===== config.mk =====
export PLATFORM = sky130hd
export DESIGN_NAME = serv_top
export DESIGN_NICKNAME = d
export VERILOG_FILES = /design/src/rtl/serv_pkg.sv /design/src/rtl/serv_ifs.sv /design/src/rtl/serv_alu.sv /design/src/rtl/serv_ctrl.sv /design/src/rtl/serv_decode.sv /design/src/rtl/serv_immdec.sv /design/src/rtl/serv_state.sv /design/src/rtl/serv_top.sv
export VERILOG_INCLUDE_DIRS = /design/src /design/src/include
export SDC_FILE = /design/constraint.sdc
export NUM_CORES = 1
export LEC_CHECK = 0
export ABC_AREA = 1
export BUFFER_PORTS_ARGS = -buffer_cell sky130_fd_sc_hd__buf_2
export CAP_MARGIN = 20
export CELL_PAD_IN_SITES_DETAIL_PLACEMENT = 0
export CELL_PAD_IN_SITES_GLOBAL_PLACEMENT = 1
export CORE_ASPECT_RATIO = 1.5
export CORE_MARGIN = 2
export CORE_UTILIZATION = 41
export CTS_BUF_LIST = sky130_fd_sc_hd__clkbuf_4 sky130_fd_sc_hd__clkbuf_8 sky130_fd_sc_hd__clkbuf_16
export DETAILED_ROUTE_END_ITERATION = 6
export PLACE_DENSITY = 0.87
export SKIP_CTS_REPAIR_TIMING = 1
export SLEW_MARGIN = 5
export SYNTH_ARGS = -nofsm -noshare
export SYNTH_HDL_FRONTEND = slang
export SYNTH_SLANG_ARGS = --single-unit

===== constraint.sdc =====
create_clock -name clk -period 5 [get_ports clk]
set_input_delay 0.75 -clock clk [delete_from_list [all_inputs] [get_ports clk]]
set_output_delay 0.75 -clock clk [all_outputs]
set_load 0.05 [all_outputs]

===== src/include/serv_params.svh =====
`ifndef SERV_PARAMS_SVH
`define SERV_PARAMS_SVH

// Datapath and register file geometry
`define SERV_XLEN     32
`define SERV_REG_AW   5
`define SERV_RESET_PC 32'h0000_0000

// Major opcodes in instruction bits 6:2
`define SERV_OP_IMM   5'b00100
`define SERV_OP_REG   5'b01100
`define SERV_OP_LUI   5'b01101

// funct3 codes of the supported ALU operations
`define SERV_F3_ADD   3'b000
`define SERV_F3_XOR   3'b100
`define SERV_F3_OR    3'b110
`define SERV_F3_AND   3'b111

`endif


===== src/rtl/serv_pkg.sv =====
`include "serv_params.svh"

package serv_pkg;

   // Instruction, address or register value
   typedef logic [`SERV_XLEN-1:0] word_t;

   // Register index
   typedef logic [`SERV_REG_AW-1:0] reg_addr_t;

   // Bit position within a run
   typedef logic [$clog2(`SERV_XLEN)-1:0] bit_cnt_t;

   typedef enum logic [1:0] {
      ALU_ADD,
      ALU_XOR,
      ALU_OR,
      ALU_AND
   } alu_op_t;

   // Fetch, register read request, wait for ready, serial run
   typedef enum logic [1:0] {
      ST_FETCH,
      ST_REQ,
      ST_WAIT,
      ST_RUN
   } state_t;

endpackage


===== src/rtl/serv_ifs.sv =====
`timescale 1ns/100ps

// Control bundle from the decoder
interface decode_if;
   serv_pkg::reg_addr_t rs1_addr;
   serv_pkg::reg_addr_t rs2_addr;
   serv_pkg::reg_addr_t rd_addr;
   logic                rd_wen;
   serv_pkg::alu_op_t   alu_op;
   logic                sub;
   logic                op_b_imm;
   logic                utype;

   modport dec (
      output rs1_addr, rs2_addr, rd_addr, rd_wen, alu_op, sub, op_b_imm, utype
   );

   modport user (
      input rs1_addr, rs2_addr, rd_addr, rd_wen, alu_op, sub, op_b_imm, utype
   );
endinterface

// Bit counter state shared by the serial units
interface count_if;
   logic                cnt_en;
   serv_pkg::bit_cnt_t  cnt;
   logic                cnt0;
   logic                cnt_done;

   modport gen (
      output cnt_en, cnt, cnt0, cnt_done
   );

   modport user (
      input cnt_en, cnt, cnt0, cnt_done
   );
endinterface


===== src/rtl/serv_alu.sv =====
`timescale 1ns/100ps

module serv_alu (
   input  logic   clk,
   input  logic   i_rs1,
   input  logic   i_rs2,
   input  logic   i_imm,
   decode_if.user dec,
   count_if.user  cnt,
   output logic   o_rd
);

   logic op_b;
   logic cin;
   logic sum;
   logic carry;

   // Inverted operand plus carry-in of one gives subtraction
   assign op_b = (dec.op_b_imm ? i_imm : i_rs2) ^ dec.sub;
   assign cin  = cnt.cnt0 ? dec.sub : carry;
   assign sum  = i_rs1 ^ op_b ^ cin;

   always_ff @(posedge clk) begin
      if (cnt.cnt_en) begin
         carry <= (i_rs1 & op_b) | (cin & (i_rs1 ^ op_b));
      end
   end

   always_comb begin
      case (dec.alu_op)
         serv_pkg::ALU_ADD: o_rd = sum;
         serv_pkg::ALU_XOR: o_rd = i_rs1 ^ op_b;
         serv_pkg::ALU_OR:  o_rd = i_rs1 | op_b;
         serv_pkg::ALU_AND: o_rd = i_rs1 & op_b;
         default:           o_rd = sum;
      endcase
   end

endmodule


===== src/rtl/serv_ctrl.sv =====
`timescale 1ns/100ps
`include "serv_params.svh"

module serv_ctrl (
   input  logic            clk,
   input  logic            i_rst_n,
   count_if.user           cnt,
   output serv_pkg::word_t o_ibus_adr
);

   serv_pkg::word_t pc_sr;
   logic            inc;
   logic            cin;
   logic            sum;
   logic            carry;

   // PC + 4 is a single one added at bit 2
   assign inc = (cnt.cnt == serv_pkg::bit_cnt_t'(2));
   assign cin = carry & ~cnt.cnt0;
   assign sum = pc_sr[0] ^ inc ^ cin;

   always_ff @(posedge clk) begin
      if (!i_rst_n) begin
         pc_sr      <= `SERV_RESET_PC;
         o_ibus_adr <= `SERV_RESET_PC;
         carry      <= 1'b0;
      end else if (cnt.cnt_en) begin
         pc_sr <= {sum, pc_sr[`SERV_XLEN-1:1]};
         carry <= (pc_sr[0] & inc) | (cin & (pc_sr[0] ^ inc));
         // Last bit completes the new PC
         if (cnt.cnt_done) begin
            o_ibus_adr <= {sum, pc_sr[`SERV_XLEN-1:1]};
         end
      end
   end

endmodule


===== src/rtl/serv_decode.sv =====
`timescale 1ns/100ps
`include "serv_params.svh"

module serv_decode (
   input  logic            clk,
   input  logic            i_ibus_ack,
   input  serv_pkg::word_t i_ibus_rdt,
   decode_if.dec           dec
);

   logic [4:0]          opcode;
   logic [2:0]          funct3;
   logic                is_imm;
   logic                is_reg;
   logic                is_lui;
   logic                f3_ok;
   logic                supported;
   serv_pkg::reg_addr_t rd;
   serv_pkg::alu_op_t   alu_op_nxt;

   assign opcode = i_ibus_rdt[6:2];
   assign funct3 = i_ibus_rdt[14:12];
   assign rd     = i_ibus_rdt[11:7];

   assign is_imm = (opcode == `SERV_OP_IMM);
   assign is_reg = (opcode == `SERV_OP_REG);
   assign is_lui = (opcode == `SERV_OP_LUI);

   always_comb begin
      f3_ok      = 1'b1;
      alu_op_nxt = serv_pkg::ALU_ADD;
      case (funct3)
         `SERV_F3_ADD: alu_op_nxt = serv_pkg::ALU_ADD;
         `SERV_F3_XOR: alu_op_nxt = serv_pkg::ALU_XOR;
         `SERV_F3_OR:  alu_op_nxt = serv_pkg::ALU_OR;
         `SERV_F3_AND: alu_op_nxt = serv_pkg::ALU_AND;
         default:      f3_ok      = 1'b0;
      endcase
      // LUI adds the immediate to x0
      if (is_lui) begin
         alu_op_nxt = serv_pkg::ALU_ADD;
      end
   end

   // Everything else runs as a no-op
   assign supported = ((is_imm | is_reg) & f3_ok) | is_lui;

   always_ff @(posedge clk) begin
      if (i_ibus_ack) begin
         dec.rs1_addr <= is_lui ? '0 : i_ibus_rdt[19:15];
         dec.rs2_addr <= i_ibus_rdt[24:20];
         dec.rd_addr  <= rd;
         dec.rd_wen   <= supported & (rd != '0);
         dec.alu_op   <= alu_op_nxt;
         dec.sub      <= is_reg & i_ibus_rdt[30] & (funct3 == `SERV_F3_ADD);
         dec.op_b_imm <= ~is_reg;
         dec.utype    <= is_lui;
      end
   end

endmodule


===== src/rtl/serv_immdec.sv =====
`timescale 1ns/100ps

module serv_immdec (
   input  logic            clk,
   input  logic            i_ibus_ack,
   input  serv_pkg::word_t i_ibus_rdt,
   decode_if.user          dec,
   count_if.user           cnt,
   output logic            o_imm
);

   // Instruction bits 31:12 with the I-type field in the upper 12
   logic [19:0] imm_sr;
   logic        upper;
   logic        shift_en;

   // U-type fills bits 0 to 11 with zeros
   assign upper    = (cnt.cnt >= serv_pkg::bit_cnt_t'(12));
   assign shift_en = cnt.cnt_en & (~dec.utype | upper);

   always_ff @(posedge clk) begin
      if (i_ibus_ack) begin
         imm_sr <= i_ibus_rdt[31:12];
      end else if (shift_en) begin
         // Top bit is the sign and stays put
         imm_sr <= {imm_sr[19], imm_sr[19:1]};
      end
   end

   // Bit 8 of the register is instruction bit 20
   assign o_imm = dec.utype ? (upper & imm_sr[0]) : imm_sr[8];

endmodule


===== src/rtl/serv_state.sv =====
`timescale 1ns/100ps
`include "serv_params.svh"

module serv_state (
   input  logic    clk,
   input  logic    i_rst_n,
   input  logic    i_ibus_ack,
   input  logic    i_rf_ready,
   output logic    o_ibus_cyc,
   output logic    o_rf_rreq,
   output logic    o_wen0,
   decode_if.user  dec,
   count_if.gen    cnt
);

   serv_pkg::state_t   state;
   serv_pkg::state_t   state_nxt;
   serv_pkg::bit_cnt_t bit_cnt;
   logic               running;
   logic               last_bit;

   assign running  = (state == serv_pkg::ST_RUN);
   assign last_bit = running & (bit_cnt == serv_pkg::bit_cnt_t'(`SERV_XLEN - 1));

   assign cnt.cnt_en   = running;
   assign cnt.cnt      = bit_cnt;
   assign cnt.cnt0     = running & (bit_cnt == '0);
   assign cnt.cnt_done = last_bit;

   assign o_ibus_cyc = (state == serv_pkg::ST_FETCH);
   assign o_rf_rreq  = (state == serv_pkg::ST_REQ);

   // x0 writes are already filtered out in decode
   assign o_wen0 = running & dec.rd_wen;

   always_comb begin
      state_nxt = state;
      case (state)
         serv_pkg::ST_FETCH: begin
            if (i_ibus_ack) begin
               state_nxt = serv_pkg::ST_REQ;
            end
         end
         serv_pkg::ST_REQ: begin
            state_nxt = serv_pkg::ST_WAIT;
         end
         serv_pkg::ST_WAIT: begin
            if (i_rf_ready) begin
               state_nxt = serv_pkg::ST_RUN;
            end
         end
         serv_pkg::ST_RUN: begin
            if (last_bit) begin
               state_nxt = serv_pkg::ST_FETCH;
            end
         end
         default: begin
            state_nxt = serv_pkg::ST_FETCH;
         end
      endcase
   end

   always_ff @(posedge clk) begin
      if (!i_rst_n) begin
         state   <= serv_pkg::ST_FETCH;
         bit_cnt <= '0;
      end else begin
         state <= state_nxt;
         // Wraps back to zero after bit 31
         if (running) begin
            bit_cnt <= bit_cnt + serv_pkg::bit_cnt_t'(1);
         end
      end
   end

endmodule


===== src/rtl/serv_top.sv =====
`timescale 1ns/100ps

module serv_top (
   input  logic                clk,
   input  logic                i_rst_n,
   // Instruction fetch
   output serv_pkg::word_t     o_ibus_adr,
   output logic                o_ibus_cyc,
   input  serv_pkg::word_t     i_ibus_rdt,
   input  logic                i_ibus_ack,
   // Register file
   output logic                o_rf_rreq,
   input  logic                i_rf_ready,
   output serv_pkg::reg_addr_t o_rreg0,
   output serv_pkg::reg_addr_t o_rreg1,
   output serv_pkg::reg_addr_t o_wreg0,
   input  logic                i_rdata0,
   input  logic                i_rdata1,
   output logic                o_wen0,
   output logic                o_wdata0
);

   decode_if dec_bus ();
   count_if  cnt_bus ();

   logic imm;

   assign o_rreg0 = dec_bus.rs1_addr;
   assign o_rreg1 = dec_bus.rs2_addr;
   assign o_wreg0 = dec_bus.rd_addr;

   serv_state state_inst (
      .clk        (clk),
      .i_rst_n    (i_rst_n),
      .i_ibus_ack (i_ibus_ack),
      .i_rf_ready (i_rf_ready),
      .o_ibus_cyc (o_ibus_cyc),
      .o_rf_rreq  (o_rf_rreq),
      .o_wen0     (o_wen0),
      .dec        (dec_bus),
      .cnt        (cnt_bus)
   );

   serv_decode decode_inst (
      .clk        (clk),
      .i_ibus_ack (i_ibus_ack),
      .i_ibus_rdt (i_ibus_rdt),
      .dec        (dec_bus)
   );

   serv_immdec immdec_inst (
      .clk        (clk),
      .i_ibus_ack (i_ibus_ack),
      .i_ibus_rdt (i_ibus_rdt),
      .dec        (dec_bus),
      .cnt        (cnt_bus),
      .o_imm      (imm)
   );

   serv_alu alu_inst (
      .clk   (clk),
      .i_rs1 (i_rdata0),
      .i_rs2 (i_rdata1),
      .i_imm (imm),
      .dec   (dec_bus),
      .cnt   (cnt_bus),
      .o_rd  (o_wdata0)
   );

   serv_ctrl ctrl_inst (
      .clk        (clk),
      .i_rst_n    (i_rst_n),
      .cnt        (cnt_bus),
      .o_ibus_adr (o_ibus_adr)
   );

endmodule


======== After elaboration in Yosys (flattened, before gate mapping) ========
Index checks and enable logic that the tools add are counted.
W data, S select, Z words.
storage, ports and cells
  memories kept ........................... 0
  memory bits (read-only) ................. 0
  word-level logic and storage cells ...... 84
  register bits after elaboration ......... 114
  latch bits .............................. 0
  memory bits (writable) .................. 0
operators by class
  reductions and logical operators ........ 9
  add/sub/neg operators ................... 1
  multipliers ............................. 0
  muxes and demuxes ....................... 12
  shift operators ......................... 0
  bitwise logic cells ..................... 28
  equal/unequal tests ..................... 17
  order comparisons ....................... 1
  div/mod/pow operators ................... 0
operator list
  cell                   number
  $mux W20               1
  $mux W19               1
  $and A1 B1 Y1          14
  $eq A5 B4 Y1 const B   2
  $eq A3 B3 Y1 const B   3
  $eq A2 B2 Y1 const B   4
  $pmux W2 S4            1
  $mux W2                3
  $or A1 B1 Y1           6
  $pmux W2 S3            1
  $add A5 B1 Y5 const B  1
  $eq A5 B2 Y1 const B   1
  $eq A5 B3 Y1 const B   1
  $eq A5 B5 Y1 const B   1
  $ge A5 B4 Y1 const B   1
  $logic_not A5 Y1       1
  $reduce_bool A5 Y1     1
  $xor A1 B1 Y1          5
  $eq A2 B1 Y1 const B   2
  $logic_not A2 Y1       2
  $mux W1                4
  $ne A2 B1 Y1 const B   2
  $pmux W1 S4            1
  $reduce_or A4 Y1       1
  other kinds (6)        8

======== Logic depth before layout (Yosys ltp) ========
Gate-level depths: netlist (run 1).
  word-level depth ........................ 8
  mapped depth ............................ 12
  gate-level depth less buffers ........... 12

======== Hierarchy ========
From an unflattened synthesis (run 1), not the netlist that was laid out.
unflattened totals
  cell total of the unflattened synthesis .. 611
  area, all modules ....................... 4911.0 um^2
modules (own cells, without submodules)
  module       area an instance (um^2)  times used  sequential area each (um^2)  cells an instance
  serv_ctrl    2578.7                   1           1301.2                       361
  serv_immdec  903.4                    1           600.6                        94
  serv_decode  807.0                    1           630.6                        62
  serv_state   429.2                    1           140.1                        61
  serv_alu     192.7                    1           30.0                         33

======== Worst setup path after synthesis (run 1) ========
Ideal clock, no wire load.
  path type ............................... input -> output
  from .................................... input port i_rdata1
  to ...................................... output port o_wdata0
  required time ........................... 4.250 ns
  stages on the path ...................... 8
  data arrival time ....................... 2.516 ns
  setup slack ............................. 1.734 ns
  path through ............................ or2_2 > nand3_1 > nand2_1 > fa_1 > inv_1 > nor2_1 > a211oi_1 > nor2_1
on the way
  cells in the longest elaborated chain, start to end .. 5
ends and longest elaborated chain
  item                RTL line                        source
  start: declaration  serv_top.sv:18                  input logic i_rdata1,
  $mux W1 *           serv_alu.sv:19                  assign op_b = (dec.op_b_imm ? i_imm : i_rs2) ^ dec.sub;
  $xor A1 B1 Y1 *     serv_alu.sv:19
  $xor A1 B1 Y1       serv_alu.sv:21, serv_alu.sv:32
  $xor A1 B1 Y1       serv_alu.sv:21                  assign sum = i_rs1 ^ op_b ^ cin;
  $pmux W1 S4 *       serv_alu.sv:30                  case (dec.alu_op)
  end: declaration    serv_top.sv:20                  output logic o_wdata0
Every way passes the cells marked *; elsewhere a longest branch is shown, timed or not.

======== Worst setup path after layout (run 1) ========
  from .................................... register state_inst.state[1]
  to ...................................... output port o_wdata0
on the way
  cells in the longest elaborated chain, start to end .. 5
ends and longest elaborated chain
  item                      RTL line          source
  start: declaration        serv_state.sv:16  serv_pkg::state_t state;
  start signal: assignment  serv_state.sv:65  state <= serv_pkg::ST_FETCH;
  start signal: assignment  serv_state.sv:68  state <= state_nxt;
  $eq A2 B2 Y1              serv_state.sv:22  assign running = (state == serv_pkg::ST_RUN);
  $and A1 B1 Y1             serv_state.sv:27  assign cnt.cnt0 = running & (bit_cnt == '0);
  $mux W1                   serv_alu.sv:20    assign cin = cnt.cnt0 ? dec.sub : carry;
  $xor A1 B1 Y1             serv_alu.sv:21
  $pmux W1 S4               serv_alu.sv:30
Every way passes these cells.

==> summary.md, run 1 <==
| Metric | Value |
|---|---|
| # Max-Cap Violations | `0` |
| WL final | `8.71 mm` |
| Vias per Instance | `4.65` |
| GR Util met2 | `28.2%` |
| Gr usage total | `15.5%` |
| Critical path type | `flip-flop to output port` |
| Global Route met3 Usage | `about 5.5%` |
| Skew final | `0.00793 ns` |
| CTS root buf | `clkbuf_16` |
| Area of the core | `0.0109 mm²` |
| Num CTS Buffers | `17` |
| Internal power | `0.00195 W` |
| Initial DRC Count | `164` |
| R2r setup slk | `2.83 ns` |
| Routability cong. | `~0.75` |
| Diode count | `0` |
| Seq pwr share | `40.7%` |
| #FFs+latches synth | `114` |
| Routed wire per std cell | `11.5 µm` |
| P_leak | `2.47 nW` |
| Post-route ant nets | `0` |
| Die height | `133 µm` |
| Critical Path Max Stage Delay | `0.48 ns` |
| Setup violations, final | `0` |
| CTS clock-pin slew for the worst setup and hold paths | `about 0.05 ns` |
| Crit-path most repeated cell | `nor2_1` |
| Die Area | `roughly 0.012 mm²` |
| Crit end category | `output port` |
| Final hold vios | `0` |
| Starting Density | `roughly two fifths` |
| CTS H-tree depth | `4` |
| CP bufs+invs | `3` |
| Layout cells sized above 1 | `just over 20%` |
| Sw Pwr | `around 0.00064 W` |
| RSZ-0062 raised after global routing | `no` |
| Slew Viols, Final | `0` |
| CTS Sinks | `114` |
| Arr. time, crit path | `between 2 and 3 ns` |
| Met1 usage | `~16%` |
| Area of the mapped netlist | `0.00453 mm²` |
| CTS tree | `done` |
| Placement Rows | `47` |
| Slew HR | `48.3%` |
| DRC | `0` |
| Grt peak-use layer | `met2` |
| Max VDD drop | `0.000256 V` |
| Port Buffers | `86` |
| Tcrit/Tclk final | `69.4%` |
| Pin count of the biggest net entering global routing | `48` |
| Syn-to-layout area delta | `23.8%` |
| Comb power frac | `11.2%` |
| Clock share of power | `48.1%` |
| Post-synthesis sequential area ratio | `59.6%` |
| Distinct cells, synth | `26` |
| Syn. warnings | `0` |
| CP cell instances | `ha_1 -> buf_4 -> nand4_1 -> nand2_1 -> o21ai_1 -> fa_1 -> inv_1 -> nor2_1 -> a211oi_1 -> nor2_1 -> buf_2` |
| GR Overflow Total | `0` |
| Overall Power | `0.00260 W` |
| Clock Tree Buf Depth | `2` |
| Post-layout min period | `3.47 ns` |
| Setup TNS Final | `0 ns` |
| Setup crit start kind | `flip-flop` |
| First-pass GRT wire length | `15.0 mm` |
| # fillers | `between 1000 and 1500` |
| Initial antenna violation count | `0` |
| Vias | `around 3500` |
| Critical path's slowest cell | `fa_1` |
| Avg Inst Size Synth | `just under 9 µm²` |
| Worst slew pin tran | `0.774 ns` |
| Syn Nets | `564` |
| Area of the multi-input gates | `0.00154 mm²` |
| First-pass detailed-route iteration total | `6` |
| Sw Ratio | `24.8%` |
| Crit Path Max Fanout | `42` |
| Register Area | `0.00270 mm²` |
| CP top delay family | `buffers and inverters` |
| Die width | `89.8 µm` |
| Hold Path Class | `flip-flop to flip-flop` |
| P per Cell Area | `463 mW/mm²` |
| Dpl hpwl | `5.76 mm` |
| Worst-Skew Late Latency | `0.41 ns` |
| Vias in the first global route | `3425` |
| I/O pin count | `89` |
| Worst path required time | `4.25 ns` |
| Syn Inst Count | `~510` |
| Most frequent cells in the layout | `132 x nand2_1, 100 x nor2_1, 86 x buf_2` |
| Outcome | `completed` |
| NumNets Final | `roughly 650` |
| Top achievable clock speed | `288 MHz` |
| Most common cell after layout, fill and taps aside | `nand2_1` |
==> registers in the layout, indices dropped and copies added (netlist names) <==
name	flops
immdec_inst.imm_sr	20
decode_inst.dec.utype	1
state_inst.state	2
ctrl_inst.carry	1
ctrl_inst.o_ibus_adr	32
ctrl_inst.pc_sr	32
alu_inst.carry	1
decode_inst.dec.op_b_imm	1
decode_inst.dec.rs1_addr	5
state_inst.cnt.cnt	5
decode_inst.dec.rs2_addr	5
decode_inst.dec.alu_op	2
decode_inst.dec.sub	1
decode_inst.dec.rd_addr	5
decode_inst.dec.rd_wen	1
==> path summary, 6_finish.rpt <==
check / from / to / depth (start not counted)
hold reg to reg: ctrl_inst.o_ibus_adr[6] / ctrl_inst.o_ibus_adr[6] / 2
setup / recovery: state_inst.state[1] / o_wdata0 / 11
hold / removal: ctrl_inst.o_ibus_adr[6] / ctrl_inst.o_ibus_adr[6] / 2
setup reg to reg: state_inst.cnt.cnt[0] / ctrl_inst.o_ibus_adr[29] / 8
==> cell type report <==
type | instances | share of cell area [%]
flip-flops and latches | 114 | 48.2
multi-input cells | 343 | 27.5
clock buffers | 23 | 8.83
repair buffers | 87 | 7.81
well taps | 147 | 3.28
clock inverters | 9 | 2.23
inverters | 33 | 2.23
==> metrics by stage <==
| step | area [µm²] | util, % | worst slack [ns] | hold slack [ns] | instances |
|---|---|---|---|---|---|
| after floorplan | 4530 | - | 1.73 | 0.450 | 514 |
| after global placement | 4990 | 45.9 | 1.88 | 0.456 | 724 |
| after detailed placement | 4990 | 45.9 | 1.87 | 0.466 | 724 |
| after CTS | 5610 | 51.6 | 1.49 | 0.477 | 756 |
| after global routing | 5610 | 51.6 | 1.25 | 0.489 | 756 |
| final | 5610 | 51.6 | 1.53 | 0.472 | 756 |
==> worst register-to-register path, stage by stage (launching register included) <==
cell,delay (ns)
dfxtp_1,0.32
ha_1,0.21
inv_1,0.07
nor2_1,0.05
ha_1,0.20
nand2_2,0.43
clkinv_2,0.50
nor2_1,0.21
nor2_1,0.06
==> metal layers <==
metal / up-vias / share of wire, %
li1: 1819 / -
met3: 11 / 6.2
met2: 95 / 51
met1: 1592 / 41
met5: - / 0
met4: 0 / 1.2
==> logic make-up (layout without fill, tap and decap cells) <==
family	count (synthesis)	after routing	share of synthesized area [%]
AOI/OAI and AO/OA	86	86	9.55
adders and majority gates	12	12	3.64
buffers and inverters	57	152	6.38
DFF	114	114	59.6
and+or+nand+nor	245	245	20.8
==> Yosys cell counts <==
master / number / area (µm²)
buf_6: 8 / 90.1
or2_2: 2 / 12.5
o21ai_0: 35 / 175
inv_1: 29 / 109
edfxtp_1: 42 / 1260
clkbuf_1: 5 / 18.8
nor3_1: 4 / 20.0
dfxtp_1: 72 / 1440
nor2_2: 1 / 6.26
nand4_1: 1 / 6.26
clkbuf_2: 4 / 20.0
nand3_1: 4 / 20.0
nor2_1: 100 / 375
nand2_1: 132 / 495
buf_4: 1 / 7.51
inv_2: 2 / 7.51
buf_2: 4 / 20.0
buf_1: 2 / 7.51
ha_1: 10 / 125
clkinv_1: 1 / 3.75
a211oi_1: 1 / 7.51
nand2_2: 1 / 6.26
a21oi_1: 34 / 170
clkinv_2: 1 / 5.00
fa_1: 2 / 40.0
o21ai_1: 16 / 80.1
==> power by group through the flow <==
stage	clock (W)	combinational [W]	sequential [W]
floorplan	0	0.000199	0.00110
global placement	0	0.000283	0.00107
detailed placement	0	0.000292	0.00107
CTS	0.00128	0.000295	0.00106
global route	0.00132	0.000325	0.00106
finish	0.00125	0.000291	0.00106
(Power assumes the default switching activity.)
==> run 2: changes to the inputs <==
Clock period 5 ns to 3.22 ns, I/O delays scaled along.
==> summary.md, run 2 (same netlist as run 1, synthesis figures left out) <==
| Metric | Value |
|---|---|
| Outcome | `completed` |
| Comb power frac | `11.6% (+0.4 points)` |
| Skew final | `0.00843 ns (+0.000500 ns)` |
| Dpl hpwl | `5.89 mm (+2.3%)` |
| Die height | `133 µm (unchanged)` |
| Vias | `3505 (-0.34%)` |
| Crit end category | `output port` |
| Worst setup margin | `0.368 ns (-1.16 ns)` |
| Sw Pwr | `0.000991 W (+54%)` |
| Placed Instances | `726 (+0.28%)` |
| Clock share of power | `46.6% (-1.5 points)` |
| GR Overflow Total | `0 (unchanged)` |
| Vias in the first global route | `3477 (+1.5%)` |
| Die Area | `0.0119 mm² (unchanged)` |
| Pre-CTS setup slack | `0.616 ns (-1.25 ns)` |
| Non-filler cells in the finished layout | `757 (+0.13%)` |
| Tcrit/Tclk final | `88.6%` |
| CTS clock-pin slew for the worst setup and hold paths | `0.05 ns (about the same)` |
| Post-layout min period | `2.85 ns` |
| Hold_ws | `0.263 ns (-0.210 ns)` |
| Max VDD drop | `0.000434 V (+70%)` |
| Area of the core | `0.0109 mm² (unchanged)` |
| Top achievable clock speed | `351 MHz` |
| Arr. time, crit path | `2.37 ns (-0.35 ns)` |
| RSZ-0062 raised after global routing | `no` |
| I/O pin count | `89 (unchanged)` |
| Setup crit start kind | `flip-flop` |
| Final hold vios | `0 (unchanged)` |
| Syn-to-layout area delta | `23.6%` |
| Gr usage total | `15.6% (+0.091 points)` |
| Layout cells sized above 1 | `20.8% (+0.13 points)` |
| Sw Ratio | `25.2% (+0.44 points)` |
| First-pass GRT wire length | `15.1 mm (+0.92%)` |
| Hold Path Depth | `1 (-1)` |
| Most frequent cells in the layout | `132 x nand2_1, 100 x nor2_1, 86 x buf_2` |
| Overall Power | `0.00393 W (+51%)` |
| Vias per Instance | `4.63 (-0.47%)` |
| Hold endpoint | `decode_inst.dec.rs2_addr[3]` |
| Initial antenna violation count | `0 (unchanged)` |
| Post-route ant nets | `0 (unchanged)` |
| CTS root buf | `clkbuf_16` |
| Internal power | `0.00293 W (+50%)` |
| P per Cell Area | `701 mW/mm² (+51%)` |
| Setup TNS Final | `0 ns (unchanged)` |
| Min-delay src | `i_ibus_rdt[23]` |
| WL final | `8.64 mm (-0.82%)` |
| CTS H-tree depth | `4 (unchanged)` |
| Worst flop-to-flop path startpoint | `state_inst.state[0]` |
| First-pass detailed-route iteration total | `4 (-2)` |
| Placement Rows | `47 (unchanged)` |
| Capturing point of the worst reg2reg path | `ctrl_inst.o_ibus_adr[4]` |
| Die width | `89.8 µm (unchanged)` |
| Most common cell after layout, fill and taps aside | `nand2_1` |
| Slew HR | `49.9% (+1.7 points)` |
| NumNets Final | `648 (+0.31%)` |
| Critical path type | `flip-flop to output port` |
| # fillers | `1045 (-0.67%)` |
| Slew Viols, Final | `0 (unchanged)` |
| Setup violations, final | `0 (unchanged)` |
| # Max-Cap Violations | `0 (unchanged)` |
| Num CTS Buffers | `17 (unchanged)` |
| CTS tree | `done` |
| Largest regs | `ctrl_inst.o_ibus_adr (32), ctrl_inst.pc_sr (32), immdec_inst.imm_sr (20)` |
| Hold Path Class | `primary input to flip-flop` |
| Worst-Skew Late Latency | `0.41 ns (about the same)` |
| CTS Sinks | `114 (unchanged)` |
| Clock Tree Buf Depth | `2 (unchanged)` |
| Initial DRC Count | `190 (+16%)` |
| Routed wire per std cell | `11.4 µm (-0.95%)` |
| DRC | `0 (unchanged)` |
| Routability cong. | `0.721 (-3.6%)` |
| Diode count | `0 (unchanged)` |
| Seq pwr share | `41.9% (+1.2 points)` |
| Port Buffers | `86 (unchanged)` |
| Worst path required time | `2.74 ns (-1.51 ns)` |
| Pin count of the biggest net entering global routing | `47 (-2.1%)` |
| Starting Density | `41.7% (unchanged)` |
| Crit Path Max Fanout | `4 (-90%)` |
| R2R cell count | `6 (-2)` |
| R2r setup slk | `0.99 ns (-1.84 ns)` |
| Worst slew pin tran | `0.749 ns (-0.0249 ns)` |
| P_leak | `2.46 nW (-0.14%)` |
-- run 2: changes by cell type in the layout (fill, tap and decap cells not counted), sizes merged --
cell	before	now
buf	87	89
clkbuf	23	24
bufinv	3	1
-- run 2: worst max path at each step --
stage                                from       end  slack (ns)
floorplan             state_inst.state[0]  o_wdata0        0.42
global placement                 i_rdata1  o_wdata0        0.64
detailed placement               i_rdata1  o_wdata0        0.62
CTS                 state_inst.cnt.cnt[3]  o_wdata0        0.33
global route        state_inst.cnt.cnt[3]  o_wdata0        0.14
finish              state_inst.cnt.cnt[2]  o_wdata0        0.37
-- run 2: cell type report --
type | instances | area (µm²) | share of cell area, %
Clock buffer | 24 | 527 | 9.41
Clock inverter | 7 | 68.8 | 1.23
Inverter | 33 | 125 | 2.23
Multi-Input combinational cell | 343 | 1540 | 27.5
Sequential cell | 114 | 2700 | 48.3
Tap cell | 147 | 184 | 3.28
Timing Repair Buffer | 89 | 453 | 8.09
-- run 2: layer usage --
layer	vias to the layer above	global-route usage [%]	share of wire, %
met5	-	0	0
met4	0	7.52	2.2
met3	16	5.24	5.4
met2	83	28.5	52
met1	1587	15.9	40
li1	1819	-	-
-- run 2: critical path: stages (launching register included) --
cell and delay (ns):
dfxtp_1 0.37, nand2_1 0.08, nand2_1 0.09, nand2_1 0.06, nand2_1 0.09, nand2_1 0.08, nand2_1 0.07, nand2_1 0.09
fa_1 0.51, inv_1 0.04, nor2_1 0.08, a211oi_1 0.05, nor2_1 0.09, buf_2 0.27
-- run 2: power groups by stage --
stage                     clock (W)  sequential (W)  combinational [W]
after floorplan                   0         0.00171           0.000309
after global placement            0         0.00166           0.000443
after detailed placement          0         0.00167           0.000460
after CTS                   0.00187         0.00164           0.000462
after global routing        0.00193         0.00165           0.000511
final                       0.00183         0.00164           0.000455
-- run 2: through the flow --
stage / area, µm² / utilization [%]
final: 5600 / 51.5
after global routing: 5600 / 51.5
after CTS: 5600 / 51.5
after detailed placement: 5000 / 46.0
after global placement: 5000 / 46.0
after floorplan: 4530 / -
==> run 3: changes to the inputs <==
Settings changed: ABC_AREA 1 to 0, PLACE_DENSITY 0.87 to 0.84.
==> summary.md, run 3 <==
| Metric | Value |
|---|---|
| Outcome | `completed` |
| GR Overflow Total | `0 (unchanged)` |
| Area of the mapped netlist | `0.00448 mm² (-1.1%)` |
| R2R cell count | `3 (-3)` |
| Most frequent cell after synthesis | `dfxtp_1` |
| Capturing point of the worst reg2reg path | `immdec_inst.imm_sr[11]` |
| Slew Viols, Final | `0 (unchanged)` |
| Layout cells sized above 1 | `30.2% (+9.4 points)` |
| Post-Route Utilization | `52.9% (+1.4 points)` |
| Vias in the first global route | `2992 (-14%)` |
| Placement Rows | `46 (-2.1%)` |
| Post-synthesis sequential area ratio | `60.3% (+0.65 points)` |
| Die width | `89.4 µm (-0.51%)` |
| Top FF cell, synth | `dfxtp_1` |
| Pin count of the biggest net entering global routing | `73 (+55%)` |
| Die height | `132 µm (-0.53%)` |
| Worst path required time | `2.74 ns (about the same)` |
| DRC | `0 (unchanged)` |
| Post-synth EDFFs | `42 (unchanged)` |
| First-pass GRT wire length | `13.6 mm (-9.7%)` |
| Starting Density | `42.3% (+0.68 points)` |
| Syn Inst Count | `398 (-23%)` |
| Most frequent cells after synthesis | `72 x dfxtp_1, 70 x nand2_1, 42 x edfxtp_1, 40 x nor2_1` |
| Crit Path Max Fanout | `4 (unchanged)` |
| Crit end category | `output port` |
| Top achievable clock speed | `319 MHz (-9.0%)` |
| Critical path type | `flip-flop to output port` |
| Crit path to | `o_wdata0` |
| Clock Tree Buf Depth | `2 (unchanged)` |
| Initial DRC Count | `127 (-33%)` |
| Area of the core | `0.0106 mm² (-2.7%)` |
| Initial antenna violation count | `0 (unchanged)` |
| Syn. warnings | `0 (unchanged)` |
| Post-synth ARST share | `0% (unchanged)` |
| Slew HR | `48.8% (-1.2 points)` |
| Post-route ant nets | `0 (unchanged)` |
| # Max-Cap Violations | `0 (unchanged)` |
| P per Cell Area | `665 mW/mm² (-5.2%)` |
| Top post-synthesis cells by area | `dfxtp_1 32%, edfxtp_1 28%, mux2i_1 7.8%` |
| Setup crit start kind | `flip-flop` |
| Max VDD drop | `0.000493 V (+14%)` |
| Distinct cells, synth | `38 (+46%)` |
| I/O pin count | `89 (unchanged)` |
| Skew final | `0.00945 ns (+0.00102 ns)` |
| WL final | `8.24 mm (-4.7%)` |
| CTS H-tree depth | `4 (unchanged)` |
| Hold Path Class | `primary input to flip-flop` |
| Synth top area share | `32.2% (+0.35 points)` |
| Routability cong. | `0.730 (+1.2%)` |
| Most common cell after layout, fill and taps aside | `buf_2` |
| Dpl hpwl | `5.51 mm (-6.5%)` |
| Vias | `3019 (-14%)` |
| #FFs+latches synth | `114 (unchanged)` |
| Setup violations, final | `0 (unchanged)` |
| Tcrit/Tclk final | `97.3% (+8.7 points)` |
| CTS root buf | `clkbuf_16` |
| Post-layout min period | `3.13 ns (+0.281 ns)` |
| Worst flop-to-flop path startpoint | `state_inst.state[1]` |
| Final hold vios | `0 (unchanged)` |
| First-pass detailed-route iteration total | `4 (unchanged)` |
| Num CTS Buffers | `17 (unchanged)` |
| Largest regs | `ctrl_inst.o_ibus_adr (32), ctrl_inst.pc_sr (32), immdec_inst.imm_sr (20)` |
| Gr usage total | `14.9% (-0.70 points)` |
| NumNets Final | `538 (-17%)` |
| Die Area | `0.0118 mm² (-1.0%)` |
| Critical Path Start | `state_inst.cnt.cnt[4]` |
| Routed wire per std cell | `12.8 µm (+13%)` |
| Arr. time, crit path | `2.65 ns (+0.28 ns)` |
| Syn Nets | `448 (-21%)` |
| Overall Power | `0.00372 W (-5.1%)` |
| Worst slew pin tran | `0.768 ns (+0.0194 ns)` |
| Largest area contributor in the netlist | `dfxtp_1` |
| Avg Inst Size Synth | `11.3 µm² (+28%)` |
| CTS Sinks | `114 (unchanged)` |
| Most frequent cells in the layout | `85 x buf_2, 71 x dfxtp_1, 70 x nand2_1` |
| CTS tree | `done` |
| P_leak | `2.20 nW (-11%)` |
| Vias per Instance | `4.71 (+1.7%)` |
| R2r setup slk | `1.00 ns (about the same)` |
| Syn-to-layout area delta | `25.0%` |
| CTS clock-pin slew for the worst setup and hold paths | `0.05 ns (about the same)` |
| Port Buffers | `86 (unchanged)` |
| Diode count | `0 (unchanged)` |
| Worst-Skew Late Latency | `0.40 ns (about the same)` |
## run 3: changes by cell type after synthesis, moves of 20 or more
cell / before / now
nand2_1: 132 / 70
inv_1: 29 / 8
mux2i_1: 0 / 35
mux2_2: 0 / 20
o21ai_0: 35 / 0
nor2_1: 100 / 40
## run 3: where the power goes
group	internal, W	total, W	switching [W]
clock network	0.00109	0.00168	0.000590
registers	0.00157	0.00160	0.0000268
logic	0.000156	0.000445	0.000289
total	0.00282	0.00372	0.000906
## run 3: worst min path at each step
| stage | start | endpoint | slack, ns | cells after the start |
|---|---|---|---|---|
| after floorplan | ctrl_inst.pc_sr[11] | ctrl_inst.o_ibus_adr[10] | 0.44 | 2 |
| after global placement | ctrl_inst.o_ibus_adr[7] | ctrl_inst.o_ibus_adr[7] | 0.44 | 2 |
| after detailed placement | ctrl_inst.o_ibus_adr[11] | ctrl_inst.o_ibus_adr[11] | 0.44 | 2 |
| after CTS | i_ibus_rdt[7] | decode_inst.dec.rd_addr[0] | 0.25 | 1 |
| after global routing | i_ibus_rdt[7] | decode_inst.dec.rd_addr[0] | 0.26 | 1 |
| final | i_ibus_rdt[7] | decode_inst.dec.rd_addr[0] | 0.27 | 1 |
## run 3: stage by stage
stage | worst slack, ns | TNS, ns | instances | hold WS (ns) | instance area, µm²
6_report | 0.0875 | 0 | 641 | 0.269 | 5600
5_1_grt | -0.0230 | -0.0230 | 641 | 0.256 | 5600
4_1_cts | -0.0369 | -0.0369 | 638 | 0.254 | 5560
3_5_place_dp | 0.387 | 0 | 610 | 0.443 | 5010
3_3_place_gp | 0.463 | 0 | 610 | 0.439 | 5010
2_1_floorplan | 0.556 | 0 | 398 | 0.444 | 4480
## run 3: layout make-up
type,instances,area (µm²)
fillers,1013,4990
flip-flops and latches,114,2700
multi-input cells,253,1650
clock buffers,23,513
repair buffers,93,498
well taps,144,180
inverters,9,33.8
clock inverters,5,27.5
## run 3: worst max-delay path, stage by stage, from the launching register on
cell     delay (ns)
dfxtp_1        0.34
nor3_2         0.22
and3_4         0.21
mux2_2         0.34
fa_1           0.44
mux4_2         0.49
buf_4          0.21
## run 3: layer usage
| metal | track usage [%] | wire length [µm] | up-vias |
|---|---|---|---|
| li1 | - | - | 1533 |
| met1 | 17.0 | 3390 | 1395 |
| met3 | 5.20 | 464 | 12 |
| met4 | 7.21 | 142 | 0 |
| met5 | 0 | 0 | - |
| met2 | 24.3 | 4240 | 79 |
## run 3: cell families (layout without fill, tap and decap cells)
logic type | after synthesis | after routing | synth area share (%)
multiplexers | 56 | 56 | 13.3
AO/OA/AOI/OAI | 41 | 41 | 5.00
XOR/XNOR | 5 | 5 | 0.977
flip-flops | 114 | 114 | 60.3
buffers and inverters | 31 | 130 | 3.24
adder cells (fa/ha/maj) | 12 | 12 | 3.68
AND/OR/NAND/NOR | 139 | 139 | 13.5
